## src/hdl/stream_pkg.sv

```systemverilog
// Frame stream package with the beat format and frame length limits
`default_nettype none

package stream_pkg;

    // Largest frame kept by the frame FIFO, in bytes
    localparam int MAX_FRAME_LEN = 48;

    // Frame length counter, wide enough to reach MAX_FRAME_LEN
    localparam int LEN_W = $clog2(MAX_FRAME_LEN + 1);
    localparam logic [LEN_W-1:0] LEN_MAX = LEN_W'(MAX_FRAME_LEN);

    // Good-frame count shown on the LEDs
    localparam int CNT_W = 5;

    // One byte of a frame with its framing flags
    typedef struct packed {
        logic [7:0] data;
        logic       last;
        logic       bad;   // only meaningful on the last beat
    } beat_t;

endpackage

`default_nettype wire

```

## src/hdl/port_ctrl_pkg.sv

```systemverilog
// Port control package with UART and GMII transmit state encodings
`default_nettype none

package port_ctrl_pkg;

    // UART bit period input, in clk cycles
    localparam int PRESCALE_W = 16;

    // Minimum idle cycles on tx_en between frames
    localparam int IFG_CYCLES = 12;
    localparam int IFG_W = $clog2(IFG_CYCLES);
    localparam logic [IFG_W-1:0] GAP_LOAD = IFG_W'(IFG_CYCLES - 1);

    // Shared by the UART receiver and transmitter
    typedef enum logic [1:0] {
        UART_IDLE,
        UART_START,
        UART_DATA,
        UART_STOP
    } uart_state_t;

    typedef enum logic [1:0] {
        TX_IDLE,
        TX_SEND,
        TX_GAP
    } tx_state_t;

endpackage

`default_nettype wire

```

## src/hdl/uart_rx.sv

```systemverilog
// UART receiver, samples rxd into bytes and flags bad stop bits
`default_nettype none

module uart_rx (
    input  wire logic                                 clk,
    input  wire logic                                 rst,
    input  wire logic                                 rxd,
    input  wire logic [port_ctrl_pkg::PRESCALE_W-1:0] prescale,
    input  wire logic                                 rx_ready,
    output logic      [7:0]                           rx_byte,
    output logic                                      rx_valid,
    output logic                                      frame_error
);

port_ctrl_pkg::uart_state_t state;
logic [port_ctrl_pkg::PRESCALE_W-1:0] cnt;
logic [2:0] bit_cnt;
logic [7:0] shreg;
logic bit_tick;
logic byte_done;

// Two-flop synchronizer, third stage for start edge detection
logic rxd_meta;
logic rxd_sync;
logic rxd_last;

assign bit_tick = (cnt == '0);

// Byte is dropped if the previous one is still waiting
assign byte_done = (state == port_ctrl_pkg::UART_STOP) && bit_tick && rxd_sync
    && (!rx_valid || rx_ready);

always_ff @(posedge clk) begin
    if (rst) begin
        rxd_meta <= 1'b1;
        rxd_sync <= 1'b1;
        rxd_last <= 1'b1;
    end else begin
        rxd_meta <= rxd;
        rxd_sync <= rxd_meta;
        rxd_last <= rxd_sync;
    end
end

always_ff @(posedge clk) begin
    if (rst) begin
        state       <= port_ctrl_pkg::UART_IDLE;
        cnt         <= '0;
        bit_cnt     <= '0;
        rx_valid    <= 1'b0;
        frame_error <= 1'b0;
    end else begin
        if (rx_valid && rx_ready) begin
            rx_valid <= 1'b0;
        end
        case (state)
            port_ctrl_pkg::UART_IDLE: begin
                // Falling edge, then wait half a bit to reach its middle
                if (rxd_last && !rxd_sync) begin
                    cnt   <= (prescale >> 1) - 1'b1;
                    state <= port_ctrl_pkg::UART_START;
                end
            end
            port_ctrl_pkg::UART_START: begin
                if (!bit_tick) begin
                    cnt <= cnt - 1'b1;
                end else if (rxd_sync) begin
                    // Line went back high, treat as a glitch
                    state <= port_ctrl_pkg::UART_IDLE;
                end else begin
                    cnt     <= prescale - 1'b1;
                    bit_cnt <= '0;
                    state   <= port_ctrl_pkg::UART_DATA;
                end
            end
            port_ctrl_pkg::UART_DATA: begin
                if (!bit_tick) begin
                    cnt <= cnt - 1'b1;
                end else begin
                    cnt     <= prescale - 1'b1;
                    bit_cnt <= bit_cnt + 1'b1;
                    if (bit_cnt == 3'd7) begin
                        state <= port_ctrl_pkg::UART_STOP;
                    end
                end
            end
            port_ctrl_pkg::UART_STOP: begin
                if (!bit_tick) begin
                    cnt <= cnt - 1'b1;
                end else begin
                    state <= port_ctrl_pkg::UART_IDLE;
                    if (!rxd_sync) begin
                        frame_error <= 1'b1;
                    end
                    if (byte_done) begin
                        rx_valid <= 1'b1;
                    end
                end
            end
            default: state <= port_ctrl_pkg::UART_IDLE;
        endcase
    end
end

// LSB first, so shift in from the top
always_ff @(posedge clk) begin
    if (state == port_ctrl_pkg::UART_DATA && bit_tick) begin
        shreg <= {rxd_sync, shreg[7:1]};
    end
    if (byte_done) begin
        rx_byte <= shreg;
    end
end

// Held byte stays put until the transmitter takes it
a_hold_byte: assert property (@(posedge clk) disable iff (rst)
    rx_valid && !rx_ready |=> rx_valid && $stable(rx_byte));

endmodule

`default_nettype wire

```

## src/hdl/uart_tx.sv

```systemverilog
// UART transmitter, serializes accepted bytes onto txd as 8N1
`default_nettype none

module uart_tx (
    input  wire logic                                 clk,
    input  wire logic                                 rst,
    input  wire logic [port_ctrl_pkg::PRESCALE_W-1:0] prescale,
    input  wire logic [7:0]                           rx_byte,
    input  wire logic                                 rx_valid,
    output wire logic                                 rx_ready,
    output logic                                      txd
);

port_ctrl_pkg::uart_state_t state;
logic [port_ctrl_pkg::PRESCALE_W-1:0] cnt;
logic [2:0] bit_cnt;
logic [7:0] shreg;
logic bit_tick;

assign bit_tick = (cnt == '0);
assign rx_ready = (state == port_ctrl_pkg::UART_IDLE);

always_ff @(posedge clk) begin
    if (rst) begin
        state   <= port_ctrl_pkg::UART_IDLE;
        cnt     <= '0;
        bit_cnt <= '0;
        txd     <= 1'b1;
    end else begin
        case (state)
            port_ctrl_pkg::UART_IDLE: begin
                if (rx_valid) begin
                    txd   <= 1'b0;
                    cnt   <= prescale - 1'b1;
                    state <= port_ctrl_pkg::UART_START;
                end
            end
            port_ctrl_pkg::UART_START: begin
                if (!bit_tick) begin
                    cnt <= cnt - 1'b1;
                end else begin
                    txd     <= shreg[0];
                    cnt     <= prescale - 1'b1;
                    bit_cnt <= '0;
                    state   <= port_ctrl_pkg::UART_DATA;
                end
            end
            port_ctrl_pkg::UART_DATA: begin
                if (!bit_tick) begin
                    cnt <= cnt - 1'b1;
                end else begin
                    cnt     <= prescale - 1'b1;
                    bit_cnt <= bit_cnt + 1'b1;
                    if (bit_cnt == 3'd7) begin
                        txd   <= 1'b1;
                        state <= port_ctrl_pkg::UART_STOP;
                    end else begin
                        txd <= shreg[0];
                    end
                end
            end
            port_ctrl_pkg::UART_STOP: begin
                if (!bit_tick) begin
                    cnt <= cnt - 1'b1;
                end else begin
                    state <= port_ctrl_pkg::UART_IDLE;
                end
            end
            default: state <= port_ctrl_pkg::UART_IDLE;
        endcase
    end
end

// Load on accept, shift after each bit goes out
always_ff @(posedge clk) begin
    if (rx_valid && rx_ready) begin
        shreg <= rx_byte;
    end else if (bit_tick && (state == port_ctrl_pkg::UART_START
                              || state == port_ctrl_pkg::UART_DATA)) begin
        shreg <= shreg >> 1;
    end
end

a_idle_high: assert property (@(posedge clk) disable iff (rst)
    state == port_ctrl_pkg::UART_IDLE |-> txd);

endmodule

`default_nettype wire

```

## src/hdl/gmii_rx_adapter.sv

```systemverilog
// GMII receive adapter, turns rxd/rx_dv/rx_er into framed stream beats
`default_nettype none

module gmii_rx_adapter (
    input  wire logic       clk,
    input  wire logic       rst,
    input  wire logic [7:0] gmii_rxd,
    input  wire logic       gmii_rx_dv,
    input  wire logic       gmii_rx_er,
    output stream_pkg::beat_t in_beat,
    output wire logic       in_valid
);

// One byte held back so the end of dv can mark it last
logic [7:0] data_q;
logic dv_q;

// rx_er seen on any byte of the frame so far, including data_q
logic err_q;

always_ff @(posedge clk) begin
    data_q <= gmii_rxd;
end

always_ff @(posedge clk) begin
    if (rst) begin
        dv_q  <= 1'b0;
        err_q <= 1'b0;
    end else begin
        dv_q  <= gmii_rx_dv;
        err_q <= gmii_rx_dv && (gmii_rx_er || (dv_q && err_q));
    end
end

assign in_valid = dv_q;

always_comb begin
    in_beat.data = data_q;
    in_beat.last = dv_q && !gmii_rx_dv;
    in_beat.bad  = dv_q && !gmii_rx_dv && err_q;
end

endmodule

`default_nettype wire

```

## src/hdl/frame_fifo.sv

```systemverilog
// Store-and-forward frame FIFO, drops bad, oversize and overflowing frames
`default_nettype none

module frame_fifo #(
    parameter int DEPTH = 64
) (
    input  wire logic                          clk,
    input  wire logic                          rst,
    input  wire stream_pkg::beat_t             in_beat,
    input  wire logic                          in_valid,
    input  wire logic                          out_ready,
    output stream_pkg::beat_t                  out_beat,
    output wire logic                          out_valid,
    output logic                               drop_bad,
    output logic                               drop_len,
    output logic [stream_pkg::CNT_W-1:0]       good_count
);

localparam int AW = $clog2(DEPTH);

stream_pkg::beat_t mem [DEPTH];

// Pointers carry one extra bit to tell full from empty
logic [AW:0] wr_ptr;
logic [AW:0] wr_commit;
logic [AW:0] rd_ptr;
logic [AW:0] committed;
logic [stream_pkg::LEN_W-1:0] len;
logic dropping;
logic full;
logic accept;

assign full = (wr_ptr[AW] != rd_ptr[AW]) && (wr_ptr[AW-1:0] == rd_ptr[AW-1:0]);

// Once a beat is refused the rest of that frame is refused too
assign accept = in_valid && !dropping && !full && (len < stream_pkg::LEN_MAX);

always_ff @(posedge clk) begin
    if (accept) begin
        mem[wr_ptr[AW-1:0]] <= in_beat;
    end
end

always_ff @(posedge clk) begin
    if (rst) begin
        wr_ptr     <= '0;
        wr_commit  <= '0;
        len        <= '0;
        dropping   <= 1'b0;
        drop_bad   <= 1'b0;
        drop_len   <= 1'b0;
        good_count <= '0;
    end else if (in_valid) begin
        if (in_beat.last) begin
            len      <= '0;
            dropping <= 1'b0;
            if (in_beat.bad) begin
                wr_ptr   <= wr_commit;
                drop_bad <= 1'b1;
            end else if (!accept) begin
                // Too long or out of room
                wr_ptr   <= wr_commit;
                drop_len <= 1'b1;
            end else begin
                wr_ptr     <= wr_ptr + 1'b1;
                wr_commit  <= wr_ptr + 1'b1;
                good_count <= good_count + 1'b1;
            end
        end else if (accept) begin
            wr_ptr <= wr_ptr + 1'b1;
            len    <= len + 1'b1;
        end else begin
            dropping <= 1'b1;
        end
    end
end

// Only committed frames are visible to the reader
assign committed = wr_commit - rd_ptr;
assign out_valid = (committed != '0);
assign out_beat  = mem[rd_ptr[AW-1:0]];

always_ff @(posedge clk) begin
    if (rst) begin
        rd_ptr <= '0;
    end else if (out_valid && out_ready) begin
        rd_ptr <= rd_ptr + 1'b1;
    end
end

// A read past the commit point would wrap this difference
a_rd_behind_commit: assert property (@(posedge clk) disable iff (rst)
    committed <= (AW + 1)'(DEPTH));

endmodule

`default_nettype wire

```

## src/hdl/gmii_tx_framer.sv

```systemverilog
// GMII transmit framer, sends whole frames and enforces the inter-frame gap
`default_nettype none

module gmii_tx_framer (
    input  wire logic              clk,
    input  wire logic              rst,
    input  wire stream_pkg::beat_t out_beat,
    input  wire logic              out_valid,
    output wire logic              out_ready,
    output logic [7:0]             gmii_txd,
    output logic                   gmii_tx_en
);

port_ctrl_pkg::tx_state_t state;
logic [port_ctrl_pkg::IFG_W-1:0] gap_cnt;

// Only the gap holds off the FIFO
assign out_ready = (state != port_ctrl_pkg::TX_GAP);

always_ff @(posedge clk) begin
    if (rst) begin
        state      <= port_ctrl_pkg::TX_IDLE;
        gap_cnt    <= '0;
        gmii_tx_en <= 1'b0;
    end else begin
        case (state)
            port_ctrl_pkg::TX_IDLE, port_ctrl_pkg::TX_SEND: begin
                gmii_tx_en <= out_valid;
                if (out_valid) begin
                    if (out_beat.last) begin
                        gap_cnt <= port_ctrl_pkg::GAP_LOAD;
                        state   <= port_ctrl_pkg::TX_GAP;
                    end else begin
                        state <= port_ctrl_pkg::TX_SEND;
                    end
                end
            end
            port_ctrl_pkg::TX_GAP: begin
                gmii_tx_en <= 1'b0;
                if (gap_cnt == '0) begin
                    state <= port_ctrl_pkg::TX_IDLE;
                end else begin
                    gap_cnt <= gap_cnt - 1'b1;
                end
            end
            default: state <= port_ctrl_pkg::TX_IDLE;
        endcase
    end
end

always_ff @(posedge clk) begin
    gmii_txd <= (out_valid && out_ready) ? out_beat.data : 8'h00;
end

// Whole frame is committed upstream, so it never runs dry mid-frame
a_no_holes: assert property (@(posedge clk) disable iff (rst)
    state == port_ctrl_pkg::TX_SEND |-> out_valid);

// First gap cycle still carries the last byte
a_gap_quiet: assert property (@(posedge clk) disable iff (rst)
    state == port_ctrl_pkg::TX_GAP && $past(state) == port_ctrl_pkg::TX_GAP
    |-> !gmii_tx_en);

endmodule

`default_nettype wire

```

## src/hdl/fpga_core.sv

```systemverilog
// FPGA core with UART echo, GMII frame loopback and status LEDs
`default_nettype none

module fpga_core (
    input  wire logic                                 clk,
    input  wire logic                                 rst,

    // UART, 8N1 at clk / prescale
    input  wire logic                                 uart_rxd,
    output wire logic                                 uart_txd,
    input  wire logic [port_ctrl_pkg::PRESCALE_W-1:0] prescale,

    // GMII, clock enable tied on
    input  wire logic [7:0]                           gmii_rxd,
    input  wire logic                                 gmii_rx_dv,
    input  wire logic                                 gmii_rx_er,
    output wire logic [7:0]                           gmii_txd,
    output wire logic                                 gmii_tx_en,

    output wire logic [7:0]                           led
);

// UART echo
logic [7:0] rx_byte;
logic rx_valid;
logic rx_ready;
logic frame_error;

uart_rx uart_rx_inst (
    .clk(clk),
    .rst(rst),
    .rxd(uart_rxd),
    .prescale(prescale),
    .rx_ready(rx_ready),
    .rx_byte(rx_byte),
    .rx_valid(rx_valid),
    .frame_error(frame_error)
);

uart_tx uart_tx_inst (
    .clk(clk),
    .rst(rst),
    .prescale(prescale),
    .rx_byte(rx_byte),
    .rx_valid(rx_valid),
    .rx_ready(rx_ready),
    .txd(uart_txd)
);

// Ethernet loopback through the frame FIFO
stream_pkg::beat_t in_beat;
stream_pkg::beat_t out_beat;
logic in_valid;
logic out_valid;
logic out_ready;
logic drop_bad;
logic drop_len;
logic [stream_pkg::CNT_W-1:0] good_count;

gmii_rx_adapter gmii_rx_inst (
    .clk(clk),
    .rst(rst),
    .gmii_rxd(gmii_rxd),
    .gmii_rx_dv(gmii_rx_dv),
    .gmii_rx_er(gmii_rx_er),
    .in_beat(in_beat),
    .in_valid(in_valid)
);

frame_fifo #(
    .DEPTH(64)
)
frame_fifo_inst (
    .clk(clk),
    .rst(rst),
    .in_beat(in_beat),
    .in_valid(in_valid),
    .out_ready(out_ready),
    .out_beat(out_beat),
    .out_valid(out_valid),
    .drop_bad(drop_bad),
    .drop_len(drop_len),
    .good_count(good_count)
);

gmii_tx_framer gmii_tx_inst (
    .clk(clk),
    .rst(rst),
    .out_beat(out_beat),
    .out_valid(out_valid),
    .out_ready(out_ready),
    .gmii_txd(gmii_txd),
    .gmii_tx_en(gmii_tx_en)
);

assign led = {good_count, drop_len, drop_bad, frame_error};

endmodule

`default_nettype wire

```

## config.mk

```make
export PLATFORM = sky130hd
export DESIGN_NAME = fpga_core
export DESIGN_NICKNAME = d
export VERILOG_FILES = /design/src/hdl/stream_pkg.sv /design/src/hdl/port_ctrl_pkg.sv /design/src/hdl/uart_rx.sv /design/src/hdl/uart_tx.sv /design/src/hdl/gmii_rx_adapter.sv /design/src/hdl/frame_fifo.sv /design/src/hdl/gmii_tx_framer.sv /design/src/hdl/fpga_core.sv
export SDC_FILE = /design/constraint.sdc
export NUM_CORES = 1
export LEC_CHECK = 0
export BUFFER_PORTS_ARGS = -buffer_cell sky130_fd_sc_hd__buf_2
export CORE_MARGIN = 2
export CORE_UTILIZATION = 63
export CTS_CLUSTER_SIZE = 14
export DETAILED_ROUTE_END_ITERATION = 16
export PLACE_DENSITY_LB_ADDON = 0.1
export SETUP_SLACK_MARGIN = 0.05
export SLEW_MARGIN = 20
export SYNTH_ARGS = -nofsm -noshare
export SYNTH_HDL_FRONTEND = slang
export SYNTH_SLANG_ARGS = --single-unit
```

## constraint.sdc

```tcl
create_clock -name clk -period 3.1 [get_ports clk]
set_input_delay 0.31 -clock clk [delete_from_list [all_inputs] [get_ports clk]]
set_output_delay 0.31 -clock clk [all_outputs]
set_load 0.01 [all_outputs]
```

==> results.toml, run 1 <==
[run_status]
status = "finished, final reports clean"

[worst_setup_path]
crit_fanout = 11
setup.worst_path.class = "reg -> reg"
arrival_ps = 3360
endpoint_kind = "register"
required_ps = 3630
critPathLaunchType = "register"

[pwr]
power.net_switching_mw = 6.641
p_total_mw = 24.49
p_int_mw = 17.85
pwr-share-comb = 0.215
switching_share = 0.2712
seqPwrFrac = 0.449
leakagePower_nw = 10.80
clkPwrFrac = 0.336
vdd.ir_drop.worst_mv = 0.6269
power.density_mw_per_mm2 = 740.6

[clock_network]
htree_levels = 3
worstSkewPairLatency_ps = 620
cts-root-buf = "clkbuf_16"
clk_pin_slew_ps = 60
cts_buffer_depth = 3
cts_tree = "built"
clock-sinks = 714
post_cts_buffers = 0
cts_buffers = 70

[timing]
max_freq_ghz = 0.3530
finalClockSkew_ps = 28.64
finalHoldWorstSlack_ps = 78.48
final_max_slew_viol_count = 0
min_period_ps = 2833
finalHoldViolCount = 0
tightest_slew_ps = 1072
finalSetupViolations = 0
rsz0062_at_grt = "no"
relSlewSlack = 0.2826
min_period_over_period = 0.9138
tns_ps = 0

[global_route]
antenna_found_initial = 1
grt_first_pass_wirelength_um = 103300
overflow = 0
grt_pass1_vias = 16460
track_usage = 0.2948
grt_max_degree = 65

[drt]
firstDrtPassIters = 5
met2_length_um = 33750
highest_layer = "met5"
via_count = 16400
ant_nets = 0
drc = 0
routed_wl_um = 68550
wire_per_inst_um = 26.99
wirelength_met1_um = 27410
drtIter0Drc = 1904
met3_length_um = 5178
via_per_inst = 6.455

[synth]
synth_nets = 1798
synth_edf_count = 600
ys_async_sr_fraction = 0
avgSynthCellArea_um2 = 16.83
yosys_warnings = 0
synth.distinct_cells = 61
synthCells = 1741
syn-cell-area_mm2 = 0.02931
ys_seq_elements = 714
ys.flop_type = "edfxtp_1"
ys_seq_area_frac = 0.6927

[place]
io_buffers = 46
globalplace.congestion = 0.8948
hpwl_um = 43310

[die]
die_w_um = 219.7
rows = 79
die_area_mm2 = 0.04826
io_pins = 47
coreArea_mm2 = 0.04626
die_y_um = 219.7
initial_core_util = 0.6335

[final_layout]
layout_common_cells = "600 x edfxtp_1, 182 x mux4_2, 157 x nor2_1"
regArea_mm2 = 0.02032
fin_nets = 1933
final_common_cell = "edfxtp_1"
area_growth_pct = 12.83
fill_cells = 2875
fin_util = 0.7148
multi_input_area_mm2 = 0.008427
drive_gt1_frac = 0.2407

[flow_run]
cap_viol_max_count = 0

[worst_hold_path]
worst_hold_path_type = "in -> reg"
[layer usage]
metal	GRT usage	up-vias
met4	0.1103	2
li1	-	7161
met3	0.05328	123
met2	0.4756	695
met5	0	-
met1	0.4082	8414
[area by class of cell]
type	instances	area share
inverter	42	0.004768
clock inverter	36	0.008552
clock buffer	92	0.05812
timing repair buffer	157	0.03602
sequential	714	0.6147
tap	607	0.02297
antenna	1	0.00007568
multi-input combinational	891	0.2548
[timing repair]
action	CTS	global route
endpoints found under the hold margin	11	0
endpoints found under the setup margin	0	1
gates resized for setup	0	1
hold buffers	11	0
[power groups by stage]
stage | logic (mW) | registers [mW] | clock network (mW)
2_1_floorplan | 3.82 | 11.1 | 0
3_3_place_gp | 5.16 | 11.2 | 0
3_5_place_dp | 5.23 | 11.2 | 0
4_1_cts | 5.29 | 11.0 | 8.35
5_1_grt | 5.67 | 11.0 | 8.69
6_report | 5.27 | 11.0 | 8.22
[per-stage QoR]
| stage | cell area (um^2) | setup WS (ps) | cells |
|---|---|---|---|
| global placement | 30740 | 311.5 | 2400 |
| detailed placement | 30750 | 265.0 | 2400 |
| floorplan | 29310 | 590.1 | 1741 |
| global route | 33060 | 61.68 | 2539 |
| finish | 33070 | 267.3 | 2540 |
| CTS | 33060 | 255.4 | 2539 |
[cell usage after synthesis (10+ instances only)]
master / n / area, um^2
edfxtp_1: 600 / 18020
mux4_2: 182 / 4099
nor2_1: 157 / 589.3
dfxtp_1: 114 / 2282
nand2_1: 69 / 259.0
a21oi_1: 63 / 315.3
clkbuf_1: 50 / 187.7
inv_1: 41 / 153.9
o21ai_0: 41 / 205.2
nor3_1: 35 / 175.2
xor2_1: 33 / 289.0
xnor2_1: 31 / 271.5
ha_1: 28 / 350.3
buf_2: 27 / 135.1
nand3_1: 25 / 125.1
nor2b_1: 16 / 100.1
a211oi_1: 14 / 105.1
mux2i_1: 12 / 120.1
mux2_2: 11 / 123.9
nand2b_1: 11 / 68.82
nand3b_1: 10 / 75.07
o22ai_1: 10 / 62.56
[kinds of logic after synthesis]
logic type,synth area share
XOR/XNOR,0.01913
buffers and inverters,0.02024
AND/OR/NAND/NOR,0.06225
adder cells (fa/ha/maj),0.01195
AO/OA/AOI/OAI,0.04560
multiplexers,0.1482
flip-flops,0.6927
[sequential cells by signal (all words and copies together), names as in the netlist, 2 cells and up, named ones only]
| name | count |
|---|---|
| uart_tx_inst.bit_cnt | 3 |
| uart_tx_inst.cnt | 16 |
| uart_rx_inst.cnt | 16 |
| gmii_tx_inst.gmii_txd | 8 |
| gmii_tx_inst.gap_cnt | 4 |
| frame_fifo_inst.rd_ptr | 7 |
| frame_fifo_inst.wr_commit | 7 |
| uart_rx_inst.bit_cnt | 3 |
| frame_fifo_inst.good_count | 5 |
| frame_fifo_inst.wr_ptr | 7 |
| uart_rx_inst.shreg | 8 |
| uart_tx_inst.state | 2 |
| frame_fifo_inst.len | 6 |
| uart_rx_inst.rx_byte | 8 |
| uart_tx_inst.shreg | 8 |
| frame_fifo_inst.mem | 576 |
| gmii_rx_inst.data_q | 8 |
| gmii_tx_inst.state | 2 |
[worst max-delay path, cell delays in order (launching register included)]
cell     delay (ps)
dfxtp_1         440
inv_1            70
ha_1            310
nor2b_1         140
o21a_1          190
a21oi_1         200
mux2i_1         340
o21ai_1         330
or4_1           600
a21oi_1         150
[final timing paths]
check | startpoint | to | slack [ps] | cells past startpoint
worst max-delay path | frame_fifo_inst.rd_ptr[1] | frame_fifo_inst.rd_ptr[6] | 270 | 9
worst min-delay path | prescale[1] | uart_rx_inst.cnt[0] | 80 | 4
worst max register to register | frame_fifo_inst.rd_ptr[1] | frame_fifo_inst.rd_ptr[6] | 270 | 9
worst min register to register | uart_rx_inst.rxd_meta | uart_rx_inst.rxd_sync | 400 | 1
(Power assumes the default switching activity.)
==> inputs of run 2 (changes only) <==
- CORE_ASPECT_RATIO: unset -> 0.75
==> run 2 against run 1 <==
  * Global-route usage fell by 0.72 points
  * Count of clock-buffer cells in the layout up 4
  * Design area rose by 0.17%
  * Critical path depth down 3
  * Final cell count down 0.79%
  * Utilization is 0.61 points higher
  * Setup slack lost 6.8 ps
  * Critical path type unchanged
  * Hold slack better by 9.1 ps
  * Flip-flop and latch count unchanged
  * Routed wire length fell by 2.9%
==> results.toml, run 2 (synthesized netlist as in run 1, its figures left out) <==
[worst_setup_path]
crit_fanout = 9
cp_slowest_cell = "nor2_1"
endpoint_kind = "register"
cpPeakStageDelay_ps = 840
required_ps = 3320
arrival_ps = 3050
crit_top_cell = "inv_1"
crit_path_cell_trace = "inv_1 -> a211oi_1 -> o41ai_2 -> inv_1 -> nand3_1 -> nor2_1"
critPathLaunchType = "register"
setup.worst_path.class = "reg -> reg"
r2r_cells = 6

[place]
globalplace.congestion = 0.9391
io_buffers = 46
place_ws_ps = 281.2
dp_cells = 2391
placed_area_mm2 = 0.03081
hpwl_um = 42570

[die]
io_pins = 47
die_area_mm2 = 0.04828
initial_core_util = 0.6379
die_y_um = 190.8
rows = 68
die_w_um = 253.1
coreArea_mm2 = 0.04594

[clock_network]
cts_tree = "built"
htree_levels = 3
cts-root-buf = "clkbuf_16"
post_cts_buffers = 0
worstSkewPairLatency_ps = 610
clock-sinks = 714
clk_pin_slew_ps = 60
cts_buffer_depth = 3
cts_buffers = 67

[timing]
tightest_slew_ps = 1061
finalHoldViolCount = 0
min_period_over_period = 0.9160
relSlewSlack = 0.2899
min_period_ps = 2840
tns_ps = 0
finalSetupViolations = 0
finalClockSkew_ps = 22.46
setup_slack_ps = 260.5
rsz0062_at_grt = "no"
final_max_slew_viol_count = 0
max_freq_ghz = 0.3522
finalHoldWorstSlack_ps = 87.58

[pwr]
vdd.ir_drop.worst_mv = 0.6331
power.density_mw_per_mm2 = 742.1
leakagePower_nw = 10.80

[final_layout]
layout_common_cells = "600 x edfxtp_1, 182 x mux4_2, 156 x nor2_1"
final_cell_area_mm2 = 0.03312
drive_gt1_frac = 0.2405
final_common_cell = "edfxtp_1"
largest_reg_flops = 576
layoutNonFillerInstCount = 2520
n_antenna_cell = 0
fin_nets = 1933
area_growth_pct = 13.02

[worst_hold_path]
worst_hold_path_type = "in -> reg"
min_path_cells = 4

[drt]
ant_nets = 0
firstDrtPassIters = 5
via_per_inst = 6.537
via_count = 16470
routed_wl_um = 66560
drtIter0Drc = 2018
drc = 0
wire_per_inst_um = 26.41

[global_route]
track_usage = 0.2876
grt_first_pass_wirelength_um = 100700
antenna_found_initial = 3
grt_pass1_vias = 16120
grt_max_degree = 67
overflow = 0

[flow_run]
cap_viol_max_count = 0

[run_status]
status = "finished, final reports clean"
-- run 2: path summary, 6_finish.rpt --
path,from,to,slack (ps)
max,gmii_rx_inst.in_valid,frame_fifo_inst.mem[60][4],260
min,prescale[1],uart_rx_inst.cnt[0],90
max reg2reg,gmii_rx_inst.in_valid,frame_fifo_inst.mem[60][4],260
min reg2reg,uart_rx_inst.shreg[0],uart_rx_inst.rx_byte[0],420
-- run 2: where the power goes --
part | internal, mW | leakage (nW) | switching (mW) | total, mW
clock network | 4.80 | 1.06 | 3.38 | 8.18
registers | 10.6 | 6.36 | 0.382 | 11.0
logic | 2.57 | 3.38 | 2.80 | 5.37
total | 18.0 | 10.8 | 6.57 | 24.6
-- run 2: timing repair --
action | CTS | global route
endpoints found under the hold margin | 11 | 0
gates resized for setup | 0 | 1
hold buffers | 11 | 0
endpoints found under the setup margin | 0 | 1
-- run 2: layout make-up --
type,count,area [um^2]
clock buffer,96,1914
clock inverter,22,261.5
fill,2828,12820
inverter,42,157.7
multi-input combinational,891,8446
sequential,714,20330
tap,595,744.5
timing repair buffer,160,1264
-- run 2: metal layers --
metal,GRT usage,part of all wire
met1,0.4395,0.43
met2,0.4101,0.45
met3,0.08681,0.10
met4,0.07351,0.019
met5,0,0.00020
-- run 2: worst max-delay path: cells and delay by family, from the launching register on --
family          cells  cell delay, ps
simple gates        2            1230
buf+inv             2             280
compound gates      2             570
flops               1             370
-- run 2: through the flow --
stage                       util  total power, mW
final                     0.7209            24.58
after global routing      0.7209            25.53
after CTS                 0.7203            24.70
after detailed placement  0.6705            16.55
after global placement    0.6705            16.46
after floorplan                -            14.89
==> inputs of run 3 (changes only) <==
- BUFFER_PORTS_ARGS: -buffer_cell sky130_fd_sc_hd__buf_2 -> -buffer_cell sky130_fd_sc_hd__buf_4
- CORE_UTILIZATION: 63 -> 42
==> run 3 against run 2 <==
  * Power grew 3.5%
  * Clock power grew 6.2%
  * First-iteration DRC count shrank 11%
  * Count of clock-buffer cells in the layout grew 4
  * Utilization shrank 23 points
  * Combinational power grew 6.3%
  * Flip-flop and latch count is the same
  * Largest cell class unchanged
  * Largest power group unchanged
==> results.toml, run 3 (synthesized netlist as in run 1, its figures left out) <==
[final_layout]
fill_cells = 5786
n_antenna_cell = 0
final_common_cell = "edfxtp_1"
drive_gt1_frac = 0.2533
layout_common_cells = "600 x edfxtp_1, 182 x mux4_2, 154 x nor2_1"
fin_nets = 1955
area_growth_pct = 15.86
final_cell_area_mm2 = 0.03395
multi_input_area_mm2 = 0.008444
regArea_mm2 = 0.02032
largest_reg_flops = 576

[timing]
setup_slack_ps = 306.6
relSlewSlack = 0.2672
tightest_slew_ps = 1095
final_max_slew_viol_count = 0
max_freq_ghz = 0.3580
min_period_over_period = 0.9011
tns_ps = 0
finalClockSkew_ps = 36.47
finalSetupViolations = 0
min_period_ps = 2793
finalHoldViolCount = 0
finalHoldWorstSlack_ps = 78.08
rsz0062_at_grt = "no"

[place]
io_buffers = 46
placed_area_mm2 = 0.03147
hpwl_um = 47750
place_ws_ps = 261.4
globalplace.congestion = 0.8276

[global_route]
grt_max_degree = 65
track_usage = 0.2074
grt_first_pass_wirelength_um = 107400
antenna_found_initial = 6
overflow = 0
grt_pass1_vias = 15740

[die]
io_pins = 47
initial_core_util = 0.4263
die_w_um = 309.0
rows = 83
coreArea_mm2 = 0.06875
die_area_mm2 = 0.07193
die_y_um = 232.8

[worst_setup_path]
r2r_setup_slack_ps = 310
cpLargestDelayFamily = "multiplexers"
setup.worst_path.class = "reg -> reg"
critPathLaunchType = "register"
cp_slowest_cell = "mux4_2"
cpPeakStageDelay_ps = 620
endpoint_kind = "register"
arrival_ps = 3290
critPathBufInv = 2
required_ps = 3600
crit_top_cell = "mux4_2"
crit_fanout = 17
crit_path_cell_trace = "buf_12 -> buf_12 -> mux4_2 -> mux4_2 -> mux4_2 -> nor2b_1"

[drt]
firstDrtPassIters = 5
via_count = 16180
via_per_inst = 5.594
ant_nets = 0
wire_per_inst_um = 25.13
drc = 0
routed_wl_um = 72700
drtIter0Drc = 1801

[clock_network]
clk_pin_slew_ps = 60
cts-root-buf = "clkbuf_16"
worstSkewPairLatency_ps = 640
cts_buffers = 73
htree_levels = 3
cts_tree = "built"
clock-sinks = 714
cts_buffer_depth = 3

[pwr]
power.density_mw_per_mm2 = 749.0
leakagePower_nw = 10.99
vdd.ir_drop.worst_mv = 0.4165

[worst_hold_path]
worst_hold_path_type = "in -> reg"

[run_status]
status = "finished, final reports clean"

[flow_run]
cap_viol_max_count = 0
run 3: worst paths after layout:
kind	start	end	depth (start not counted)
max	register	gmii_tx_inst.gmii_txd[1]	6
min	prescale[0]	uart_tx_inst.cnt[0]	4
max reg2reg	register	gmii_tx_inst.gmii_txd[1]	6
min reg2reg	uart_rx_inst.rxd_meta	uart_rx_inst.rxd_sync	1
run 3: power by group:
group	total (mW)	internal [mW]	switching (mW)	leakage, nW
combinational	5.71	2.68	3.03	3.50
sequential	11.0	10.7	0.378	6.36
clock	8.69	4.97	3.72	1.14
total	25.4	18.3	7.13	11.0
run 3: worst register-to-register path: stages, from the launching register on:
cell and delay (ps):
dfxtp_4 450, buf_12 210, buf_12 210, mux4_2 550
mux4_2 620, mux4_2 490, nor2b_1 140
run 3: layout make-up:
class / count / area share
Tap cell: 935 / 0.03445
Timing Repair Buffer: 176 / 0.04459
Multi-Input combinational cell: 891 / 0.2487
Sequential cell: 714 / 0.5984
Clock buffer: 100 / 0.05870
Clock inverter: 35 / 0.01047
Inverter: 42 / 0.004643
run 3: timing repair:
item	4_1_cts	5_1_grt
setup buffers	0	0
setup endpoints to repair	0	6
hold endpoints to repair	12	0
resized for setup	0	1
hold buffers	12	0
run 3: per-layer routing:
layer | part of all wire | global-route usage | vias up | wire [um]
met5 | 0 | 0 | - | 0
met4 | 0.016 | 0.04354 | 0 | 1160
met3 | 0.088 | 0.05319 | 80 | 6384
met2 | 0.42 | 0.2812 | 520 | 30320
met1 | 0.48 | 0.3324 | 8371 | 34830
li1 | - | - | 7211 | -
run 3: through the flow:
stage,instances,power [mW],utilization
after floorplan,1741,14.89,-
after global placement,2746,16.93,0.4578
after detailed placement,2746,16.97,0.4578
after CTS,2893,25.69,0.4937
after global routing,2893,26.55,0.4939
final,2893,25.43,0.4939
